**config.mk**
```make
export PLATFORM = sky130hd
export DESIGN_NAME = fifo_burst_drain
export DESIGN_NICKNAME = d
export VERILOG_FILES = /design/src/logic/fifo_burst_pkg.sv /design/src/logic/beat_counter.sv /design/src/logic/beat_framer.sv /design/src/logic/drain_fsm.sv /design/src/logic/fifo_burst_drain.sv /design/src/logic/sync_fifo.sv
export SDC_FILE = /design/constraint.sdc
export NUM_CORES = 1
export LEC_CHECK = 0
export ABC_CLOCK_PERIOD_IN_PS = 5600
export BUFFER_PORTS_ARGS = -buffer_cell sky130_fd_sc_hd__buf_4
export CAP_MARGIN = 0
export CORE_MARGIN = 5
export CORE_UTILIZATION = 25
export DETAILED_ROUTE_END_ITERATION = 10
export MAX_ROUTING_LAYER = met4
export RECOVER_POWER = 50
export SETUP_SLACK_MARGIN = 0.15
export SLEW_MARGIN = 20
export SYNTH_ARGS = -nofsm -noshare
export SYNTH_HDL_FRONTEND = slang
export SYNTH_SLANG_ARGS = --single-unit
```
**constraint.sdc**
```tcl
create_clock -name clk -period 5.6 [get_ports clk]
set_input_delay 0.28 -clock clk [delete_from_list [all_inputs] [get_ports clk]]
set_output_delay 0.28 -clock clk [all_outputs]
set_load 0.02 [all_outputs]
```
**src/logic/fifo_burst_pkg.sv**
```systemverilog
// package with the data word width, the output beat struct and the drain state enum
`default_nettype none

package fifo_burst_pkg;

   // ==============================
   // data word
   // ==============================

   // width of one host word, the beat payload is the same size
   localparam int WORD_W = 32;

   // ==============================
   // output beat
   // ==============================

   // one beat leaving the drain side
   // data sits in the upper bits and the last tag in bit 0, 33 bits in all
   typedef struct packed {
      logic [WORD_W-1:0] data;  // word as it was pushed by the host
      logic              last;  // set only on the final beat of a burst
   } beat_t;

   // ==============================
   // drain controller states
   // ==============================

   // FLUSH_WAIT still pops like BURST
   // it only remembers that a flush came in while the burst was running
   typedef enum logic [1:0] {
      IDLE       = 2'd0,  // no burst running, watching the three burst causes
      BURST      = 2'd1,  // one pop per cycle until the counter reports the last one
      FLUSH_WAIT = 2'd2   // same as BURST with a flush waiting to be served
   } drain_state_e;

endpackage : fifo_burst_pkg

`default_nettype wire

```
**src/logic/beat_counter.sv**
```systemverilog
// counter of beats left in a burst plus the idle timer that forces a partial burst
`timescale 1ns/1ns
`default_nettype none

module beat_counter #(
   parameter int BURST_LEN  = 4,   // longest burst in beats
   parameter int IDLE_LIMIT = 12   // idle cycles before a partial burst goes out
) (
   input  logic                           clk,
   input  logic                           reset,
   input  logic                           load,          // a new burst starts
   input  logic [$clog2(BURST_LEN+1)-1:0] load_count,    // its length in beats
   input  logic                           pop,           // one beat leaves the FIFO
   input  logic                           push,          // host activity, restarts the idle timer
   input  logic                           empty,
   output logic                           burst_done,    // with the last pop of the burst
   output logic                           idle_expired   // words have waited long enough
);

   localparam int CW = $clog2(BURST_LEN + 1);
   localparam int IW = $clog2(IDLE_LIMIT + 1);
   localparam logic [IW-1:0] IDLE_MAX = IW'(IDLE_LIMIT);

   logic [CW-1:0] remain;    // pops still owed in the running burst
   logic [IW-1:0] idle_cnt;  // cycles with stored words and no push

   // ==============================
   // beats left in the burst
   // ==============================

   // a load wins over a pop in the same cycle
   // the drain FSM does that when it chains a flush straight onto a finished burst
   always_ff @(posedge clk) begin
      if (reset) begin
         remain <= '0;
      end else if (load) begin
         remain <= load_count;
      end else if (pop && (remain != '0)) begin
         remain <= remain - CW'(1);
      end
   end

   // high only in the cycle of the final pop, so the FSM can tag it
   assign burst_done = pop & (remain == CW'(1));

   // ==============================
   // idle timer
   // ==============================

   always_ff @(posedge clk) begin
      if (reset) begin
         idle_cnt <= '0;
      end else if (push || load || empty) begin
         idle_cnt <= '0;  // activity or nothing stored means no one is waiting
      end else if (idle_cnt != IDLE_MAX) begin
         idle_cnt <= idle_cnt + IW'(1);  // saturates at the limit until a burst loads
      end
   end

   assign idle_expired = (idle_cnt == IDLE_MAX);

endmodule : beat_counter

`default_nettype wire

```
**src/logic/beat_framer.sv**
```systemverilog
// output register stage that pairs each popped word with its last tag
`timescale 1ns/1ns
`default_nettype none

module beat_framer (
   input  logic                              clk,
   input  logic                              reset,
   input  logic                              rd_valid,    // FIFO read strobe
   input  logic [fifo_burst_pkg::WORD_W-1:0] rd_data,     // FIFO read word
   input  logic                              pop_last,    // from the FSM, one cycle ahead of rd_data
   output logic                              beat_valid,  // one strobe per beat
   output fifo_burst_pkg::beat_t             beat
);

   logic pop_last_q;  // last tag lined up with rd_data

   // ==============================
   // tag alignment
   // ==============================

   // the FIFO answers a pop one cycle later, so the tag waits one cycle too
   always_ff @(posedge clk) begin
      if (reset) begin
         pop_last_q <= 1'b0;
      end else begin
         pop_last_q <= pop_last;
      end
   end

   // ==============================
   // beat register
   // ==============================

   always_ff @(posedge clk) begin
      if (reset) begin
         beat_valid <= 1'b0;
      end else begin
         beat_valid <= rd_valid;  // pop to beat is two cycles in total
      end
   end

   // payload only means something while beat_valid is high
   always_ff @(posedge clk) begin
      if (rd_valid) begin
         beat.data <= rd_data;
         beat.last <= pop_last_q;
      end
   end

endmodule : beat_framer

`default_nettype wire

```
**src/logic/drain_fsm.sv**
```systemverilog
// drain FSM that picks the burst cause, sizes the burst and issues the pops
`timescale 1ns/1ns
`default_nettype none

module drain_fsm #(
   parameter int FIFO_DEPTH = 16,
   parameter int BURST_LEN  = 4
) (
   input  logic                           clk,
   input  logic                           reset,
   input  logic [$clog2(FIFO_DEPTH):0]    level,         // FIFO fill level
   input  logic                           empty,
   input  logic                           busy,          // FIFO still in its reset window
   input  logic                           flush,         // one-cycle host pulse
   input  logic                           burst_done,    // from the counter, marks the last pop
   input  logic                           idle_expired,  // from the idle timer
   output logic                           load,          // start a burst this cycle
   output logic [$clog2(BURST_LEN+1)-1:0] load_count,    // its length
   output logic                           pop,
   output logic                           pop_last       // travels with the last pop
);
   import fifo_burst_pkg::*;

   localparam int LW = $clog2(FIFO_DEPTH) + 1;
   localparam int CW = $clog2(BURST_LEN + 1);
   localparam logic [LW-1:0] BURST_LVL = LW'(BURST_LEN);
   localparam logic [CW-1:0] BURST_CNT = CW'(BURST_LEN);

   drain_state_e  state;
   drain_state_e  state_next;
   logic          full_ready;  // enough words for a whole burst
   logic [CW-1:0] level_cap;   // min(level, BURST_LEN)
   logic [LW-1:0] rest_lvl;    // words left once this cycle's pop is gone
   logic [CW-1:0] rest_cap;    // min(rest_lvl, BURST_LEN)
   logic          flush_held;  // a flush is waiting or arrives right now

   // ==============================
   // burst sizing
   // ==============================

   assign full_ready = (level >= BURST_LVL);
   assign level_cap  = full_ready ? BURST_CNT : CW'(level);

   // the last pop of a burst has not left the level count yet, so take it off here
   assign rest_lvl = level - LW'(1);
   assign rest_cap = (rest_lvl >= BURST_LVL) ? BURST_CNT : CW'(rest_lvl);

   assign flush_held = (state == FLUSH_WAIT) | flush;

   // ==============================
   // state register
   // ==============================

   always_ff @(posedge clk) begin
      if (reset) begin
         state <= IDLE;
      end else begin
         state <= state_next;
      end
   end

   // ==============================
   // next state and burst load
   // ==============================

   always_comb begin
      state_next = state;
      load       = 1'b0;
      load_count = '0;
      case (state)
         IDLE: begin
            // a flush on an empty FIFO falls through here and is forgotten
            if (!busy && !empty && (full_ready || flush || idle_expired)) begin
               load       = 1'b1;
               load_count = level_cap;
               state_next = BURST;
            end
         end
         BURST, FLUSH_WAIT: begin
            if (burst_done) begin
               state_next = IDLE;
               // serve a waiting flush right away so its beats follow without a gap
               if (flush_held && (rest_lvl != '0)) begin
                  load       = 1'b1;
                  load_count = rest_cap;
                  state_next = BURST;
               end
            end else if (flush) begin
               state_next = FLUSH_WAIT;  // hold it until the running burst ends
            end
         end
         default: state_next = IDLE;
      endcase
   end

   // pops run back to back for as long as a burst is open
   assign pop      = (state != IDLE);
   assign pop_last = pop & burst_done;

endmodule : drain_fsm

`default_nettype wire

```
**src/logic/fifo_burst_drain.sv**
```systemverilog
// top level wiring the FIFO, beat counter, drain FSM and beat framer together
`timescale 1ns/1ns
`default_nettype none

module fifo_burst_drain #(
   parameter int FIFO_DEPTH = 16,  // power of two
   parameter int BURST_LEN  = 4,   // beats in a full burst
   parameter int IDLE_LIMIT = 12   // idle cycles before a partial burst
) (
   input  logic                              clk,
   input  logic                              reset,
   input  logic                              push,
   input  logic [fifo_burst_pkg::WORD_W-1:0] push_data,
   input  logic                              flush,       // one-cycle pulse
   output logic                              full,        // only overflow indication the host gets
   output logic                              beat_valid,
   output fifo_burst_pkg::beat_t             beat
);
   import fifo_burst_pkg::*;

   localparam int LW = $clog2(FIFO_DEPTH) + 1;
   localparam int CW = $clog2(BURST_LEN + 1);

   // ==============================
   // internal nets
   // ==============================

   logic [WORD_W-1:0] rd_data;       // FIFO to framer
   logic              rd_valid;
   logic              empty;         // FIFO status to FSM and counter
   logic [LW-1:0]     level;
   logic              busy;
   logic              pop;           // FSM to FIFO and counter
   logic              pop_last;      // FSM to framer
   logic              load;          // FSM to counter
   logic [CW-1:0]     load_count;
   logic              burst_done;    // counter back to FSM
   logic              idle_expired;

   sync_fifo #(
      .FIFO_DEPTH (FIFO_DEPTH)
   ) u_fifo (
      .clk       (clk),
      .reset     (reset),
      .push      (push),
      .push_data (push_data),
      .pop       (pop),
      .rd_data   (rd_data),
      .rd_valid  (rd_valid),
      .full      (full),
      .empty     (empty),
      .level     (level),
      .busy      (busy)
   );

   beat_counter #(
      .BURST_LEN  (BURST_LEN),
      .IDLE_LIMIT (IDLE_LIMIT)
   ) u_counter (
      .clk          (clk),
      .reset        (reset),
      .load         (load),
      .load_count   (load_count),
      .pop          (pop),
      .push         (push),
      .empty        (empty),
      .burst_done   (burst_done),
      .idle_expired (idle_expired)
   );

   drain_fsm #(
      .FIFO_DEPTH (FIFO_DEPTH),
      .BURST_LEN  (BURST_LEN)
   ) u_fsm (
      .clk          (clk),
      .reset        (reset),
      .level        (level),
      .empty        (empty),
      .busy         (busy),
      .flush        (flush),
      .burst_done   (burst_done),
      .idle_expired (idle_expired),
      .load         (load),
      .load_count   (load_count),
      .pop          (pop),
      .pop_last     (pop_last)
   );

   beat_framer u_framer (
      .clk        (clk),
      .reset      (reset),
      .rd_valid   (rd_valid),
      .rd_data    (rd_data),
      .pop_last   (pop_last),
      .beat_valid (beat_valid),
      .beat       (beat)
   );

endmodule : fifo_burst_drain

`default_nettype wire

```
**src/logic/sync_fifo.sv**
```systemverilog
// synchronous FIFO with masked enables, reset-busy window, level count and read latency 1
`timescale 1ns/1ns
`default_nettype none

module sync_fifo #(
   parameter int FIFO_DEPTH = 16  // number of words, must be a power of two
) (
   input  logic                              clk,
   input  logic                              reset,
   input  logic                              push,       // host write request
   input  logic [fifo_burst_pkg::WORD_W-1:0] push_data,
   input  logic                              pop,        // read request from the drain side
   output logic [fifo_burst_pkg::WORD_W-1:0] rd_data,    // word of the pop one cycle back
   output logic                              rd_valid,   // strobe for rd_data
   output logic                              full,
   output logic                              empty,
   output logic [$clog2(FIFO_DEPTH):0]       level,      // words stored right now
   output logic                              busy        // reset-busy window
);
   import fifo_burst_pkg::*;

   localparam int AW = $clog2(FIFO_DEPTH);  // pointer width, wraps on its own
   localparam int LW = AW + 1;              // count needs one more bit to hold the full depth
   localparam logic [LW-1:0] DEPTH_LVL = LW'(FIFO_DEPTH);
   localparam logic [2:0] BUSY_CYCLES = 3'd4;  // length of the reset-busy window

   logic [WORD_W-1:0] mem [FIFO_DEPTH];  // plain register array
   logic [AW-1:0]     wr_ptr;
   logic [AW-1:0]     rd_ptr;
   logic [LW-1:0]     count;
   logic [2:0]        busy_cnt;
   logic              wr_en;  // push that really goes in
   logic              rd_en;  // pop that really comes out

   // ==============================
   // reset busy
   // ==============================

   // the counter loads during reset and runs down over the first four cycles after it
   always_ff @(posedge clk) begin
      if (reset) begin
         busy_cnt <= BUSY_CYCLES;
      end else if (busy_cnt != 3'd0) begin
         busy_cnt <= busy_cnt - 3'd1;
      end
   end

   assign busy = (busy_cnt != 3'd0);

   // both flags read 1 while busy so that neither side tries to move data
   assign full  = busy | (count == DEPTH_LVL);
   assign empty = busy | (count == '0);
   assign level = count;

   // requests are masked by status here, so the callers may ask at any time
   assign wr_en = ~busy & push & ~full;
   assign rd_en = ~busy & pop & ~empty;

   // ==============================
   // storage and pointers
   // ==============================

   always_ff @(posedge clk) begin
      if (wr_en) begin
         mem[wr_ptr] <= push_data;
      end
   end

   always_ff @(posedge clk) begin
      if (reset) begin
         wr_ptr <= '0;
         rd_ptr <= '0;
         count  <= '0;
      end else begin
         if (wr_en) begin
            wr_ptr <= wr_ptr + AW'(1);
         end
         if (rd_en) begin
            rd_ptr <= rd_ptr + AW'(1);
         end
         // a push and a pop in the same cycle leave the count where it is
         case ({wr_en, rd_en})
            2'b10:   count <= count + LW'(1);
            2'b01:   count <= count - LW'(1);
            default: count <= count;
         endcase
      end
   end

   // ==============================
   // read port
   // ==============================

   // word and strobe both appear one cycle after the accepted pop
   always_ff @(posedge clk) begin
      if (rd_en) begin
         rd_data <= mem[rd_ptr];
      end
   end

   always_ff @(posedge clk) begin
      if (reset) begin
         rd_valid <= 1'b0;
      end else begin
         rd_valid <= rd_en;  // one cycle of read latency
      end
   end

endmodule : sync_fifo

`default_nettype wire

```
# Yosys cells after proc, flatten, opt, wreduce, memory -nomap -nowiden
# Memory sizes are Yosys's and may differ from the RTL's. A register that Yosys moved wholly into a read port is not among the register bits.
# Cells that the tools add are included.
# word_totals
reg_bits	61
ram_bits	512
wordCells	85
input_bits	36
out_inout_bits	35
memories	1
# memory_table
name	words	word_bits	rd	rd_clocked_by_memory_dff	wr	line_no	rtl
u_fifo.mem	16	32	1	1	1	sync_fifo.sv:27	logic [WORD_W-1:0] mem [FIFO_DEPTH];
# op_classes
add_sub_neg	7
n_lt_le_gt_ge	2
n_mux	20
reduce_logical	21
n_eq_ne	10
bitwise_logic	12
# ops
op	count
$mux W3	7
$add A4 B1 Y4 const B	3
$ge A5 B3 Y1 const B	2
$pmux W5 S2	1
$and A1 B1 Y1	6
$mux W1	6
$mux W2	3
$pmux W3 S2	1
$reduce_bool A2 Y1	3
$reduce_bool A3 Y1	2
$sub A3 B1 Y3 const B	2
$add A5 B1 Y5 const B	1
$eq A5 B5 Y1 const B	1
$logic_not A5 Y1	1
$reduce_bool A5 Y1	1
$sub A5 B1 Y5 const B	1
$eq A2 B1 Y1 const B	2
$eq A2 B2 Y1 const B	2
$eq A4 B4 Y1 const B	1
$logic_and A1 B1 Y1	4
$logic_or A1 B1 Y1	4
$ne A4 B4 Y1 const B	1
$pmux W2 S2	1
$reduce_or A2 Y1	2
other kinds (9)	14

# Depth between registers and ports, before layout
# depth
ltp_word	10
mapped_depth	12
mapped_depth_nobuf	11

# By module
# Synthesis repeated with hierarchy kept, for this count alone.
# unflattened
hier_cells	1078
area_unflattened_um2	23055.9
# modules_own_cells
module	cells_each	seq_area_each_um2	n_inst	area_each_um2
sync_fifo	949	16676.0	1	21252.9
beat_framer	37	1031.0	1	1043.5
beat_counter	44	140.1	1	392.9
drain_fsm	48	40.0	1	366.6

# Least setup slack after synthesis
# Ideal clock, no wire load.
# synth_path
kind	reg2reg
from	register u_fifo.count[0], in the netlist u_fifo.level[0]
to	memory u_fifo.mem[3][0], enable pin
setup_slack_ps	1453
path_buffers	0
path_stages_with_launch	6
required_ps	5139
setup_time_ps	461
arrival_time_ps	3686
synth_period_minus_slack_ps	4147
cell_sequence	dfxtp_1 -> inv_1 -> ha_1 -> a311oi_2 -> nand2_1 -> nor3_1
# synth_via
elab_chain_cells	6
# synth_rtl
element	line_no	rtl
from (decl)	sync_fifo.sv:30	logic [LW-1:0] count;
from (signal assigned)	sync_fifo.sv:83	2'b10: count <= count + LW'(1);
from (signal assigned)	sync_fifo.sv:84	2'b01: count <= count - LW'(1);
from (signal assigned)	sync_fifo.sv:85	default: count <= count;
$eq A5 B5 Y1	sync_fifo.sv:51	assign full = busy | (count == DEPTH_LVL);
$or A1 B1 Y1	sync_fifo.sv:51	
$not A1 Y1	sync_fifo.sv:56	assign wr_en = ~busy & push & ~full;
$and A1 B1 Y1	sync_fifo.sv:56	
$mux W1	sync_fifo.sv:64	if (wr_en) begin
$mux W1 (implied by the code)	sync_fifo.sv:65	mem[wr_ptr] <= push_data;
to (decl)	sync_fifo.sv:27	
# No other way between the ends.

# Final worst setup path
# layout_path
from	register u_fifo.count[0], in the netlist u_fifo.level[0]
to	memory u_fifo.mem[15][13], enable pin
# The elaborated chain is that of the path after synthesis.

==> impl_results.md <==
- Status: finished, violations left
- Violated checks: capacitance limit, slew limit
- Pint: about 0.0074 W
- Clk_lat worst skew: 0.60 ns
- Cell row count: approximately 110
- Clock power share: a little over two fifths
- Drt pass-1 iters: 5
- HPWL after DPL: ~30000 µm
- Synth Flop Type: edfxtp_1
- Via/cell ratio: between 4 and 5
- Mapped Area: between 20000 and 25000 µm²
- CP startpoint kind: flip-flop
- Nets: approximately 1200
- RSZ-0062 raised after global routing: false
- Global-route wire length before repair: around 72000 µm
- Worst Max-Slew Pin Slew: between 2 and 2.5 ns
- TritonCTS clock tree: done
- Most frequent cells after synthesis: edfxtp_1, mux4_2, nor2_1
- Residual DRC: 0
- Antenna violations before repair: 5
- Root buffer cell: clkbuf_16
- Layout cells sized above 1: between 20% and 30%
- Cts repair resizes: 0
- Min Tclk post-route: 3.07 ns
- Sequential power share: approximately 55%
- P_sw: 0.00187 W
- Vias in the first global route: 10923
- Yosys warns: 0
- Largest area contributor in the netlist: edfxtp_1
- Final ANT Viol Nets: 0
- Sequential area share after synthesis: between 70% and 80%
- Unique masters post-synth: between 40 and 50
- Ports: 71
- Initial Utilization: ~25%
- Pwr dens: 340 nW/µm²
- Area Overhead vs Synth: 18.6%
- Count of buffers from port buffering: 70
- Routed via count: between 10000 and 15000
- Hold Path Class: input port to flip-flop
- RD Place Congestion: around 0.74
- Skew final: about 0.011 ns
- Wire per inst: 20.4 µm
- Fmax: between 300 and 400 MHz
- Syn nets: approximately 1000
- H-Tree Depth: 2
- CP Capture Type: flip-flop
- Gate power share: about 3.7%
- Total GRT Usage: between 10 and 15%
- EDFF count, synth: 577
- Fraction of registers with async set/reset: 0%
- Detailed Route WL: 48400 µm
- Mean Syn Cell Area: 23.2 µm²
- Cts bufs inserted: 59
- Die Wd: 313 µm
- P_leak: ~8 nW
- Setup-failing EPs final: 0
- CP Max Fanout: 19
- CP arrival: about 3.4 ns
- Largest net degree at the start of global routing: 70
- Max cap viols: 1
- Die height: 313 µm
- Max Slew Vio Count: 35
- Final Hold Fails: 0
- Crit Path Class: flip-flop to flip-flop
- #FFs+latches synth: about 610
- Clk pin slew, worst setup/hold paths: approximately 0.06 ns
- Detailed router's first-iteration violation count: ~1000
- Required @ worst endpoint: between 5 and 6 ns
- Yosys top cell area share: about three quarters
- Sum Neg Setup Slack: 0 ns
- Switch share: 20.2%
- Synthesized instance count: 990
- Clock Tree Buf Depth: 3
- Clock sinks: 605
- Total power: about 0.009 W
- Total grt overflow: 0
- Fin crit share: between 50% and 60%
- Slew headroom: -62.3%
- Maximum VDD drop: around 0.00023 V
- Core box area: 91400 µm²
- Top-count cell post-synth: edfxtp_1
- Die footprint: ~100000 µm²
- Top cells by area, synth: edfxtp_1, mux4_2, dfxtp_1
[placed cells by master, fill, tap and decap left out, types with 3 or more instances in the layout]
master,count
xnor2_1,7
ha_1,20
a211oi_1,6
nor2_1,25
buf_16,4
nor3_2,5
nor2b_1,3
inv_1,18
clkinvlp_4,3
edfxtp_1,577
clkbuf_16,59
clkinv_2,13
mux4_2,160
o21ai_0,4
buf_12,9
bufinv_16,6
a2111oi_0,3
clkinv_1,10
a21oi_1,10
nor3_1,3
diode_2,5
buf_4,27
nand2_1,12
nand3_1,4
dfxtp_4,3
nor2_4,12
xor2_1,6
dlygate4sd3_1,32
clkbuf_1,70
nand2b_1,4
a31oi_1,4
dfxtp_1,24
[worst max-delay path, cell delays in order, from the launching register on]
cell and delay, ns:
dfxtp_1 0.49, inv_1 0.14, ha_1 0.33, a311oi_2 0.58, nand2_1 0.41, nor2_4 0.55
buf_12 0.26
[sequential cells by signal (all words and copies together), names as in the netlist]
name / count
u_framer.beat_valid: 1
u_fifo.rd_data: 32
u_fifo.rd_valid: 1
u_framer.pop_last_q: 1
u_counter.remain: 3
u_counter.idle_cnt: 4
u_fifo.rd_ptr: 4
u_fifo.mem: 512
u_fifo.level: 5
u_fifo.wr_ptr: 4
u_fifo.busy_cnt: 3
u_fsm.state: 2
u_framer.beat: 33
[repair_timing]
action                    CTS  global route
hold endpoints to repair  512             0
hold buffers               32             0
setup buffers               0             0
[power groups by stage]
stage / Sequential (W) / Combinational [W] / Clock, W
2_1_floorplan: 0.00512 / 0.000184 / 0
3_3_place_gp: 0.00512 / 0.000326 / 0
3_5_place_dp: 0.00513 / 0.000336 / 0
4_1_cts: 0.00503 / 0.000360 / 0.00397
5_1_grt: 0.00503 / 0.000377 / 0.00416
6_report: 0.00503 / 0.000342 / 0.00386
[metal layers]
layer | vias up | GRT usage (%) | routed length [µm]
met4 | 0 | 2.57 | 889
met5 | - | - | 0
li1 | 4459 | - | -
met3 | 63 | 1.82 | 1950
met1 | 5469 | 13.0 | 21300
met2 | 199 | 16.4 | 24200
[final timing paths]
kind | start | to | slack, ns | cells after the start
max reg2reg | u_fifo.level[0] | u_fifo.mem[15][13] | 2.53 | 6
min reg2reg | u_framer.pop_last_q | u_framer.beat[0] | 0.40 | 0
max | u_fifo.level[0] | u_fifo.mem[15][13] | 2.53 | 6
min | reset | u_framer.beat_valid | 0.05 | 2
[layout make-up]
cell class                 instances  area (µm²)
antenna                            5        12.5
multi-input combinational        321        4820
sequential                       605       17900
timing repair buffer             130        1030
clock inverter                    35         332
fill                            8779       64200
inverter                          18        67.6
tap                             1186        1480
clock buffer                      73        1550
[through the flow]
stage	hold slack [ns]	setup WS (ns)	util, %	instances	area (µm²)
after floorplan	0.379	1.45	-	990	22900
final	0.0539	2.53	29.8	2373	27200
after CTS	0.00466	2.22	29.9	2364	27300
after detailed placement	0.390	2.24	27.5	2224	25100
after global placement	0.392	2.39	27.3	2216	24900
after global routing	0.0404	2.36	29.8	2373	27200
[cell families after synthesis]
logic type                 synth area share (%)
and+or+nand+nor                            1.89
muxes                                      15.8
xor gates and xnor gates                  0.497
adders and majority gates                  1.09
AOI/OAI and AO/OA                          1.23
DFF                                        78.0
buffers and inverters                      1.48
Power figures use the tool's default switching activity.
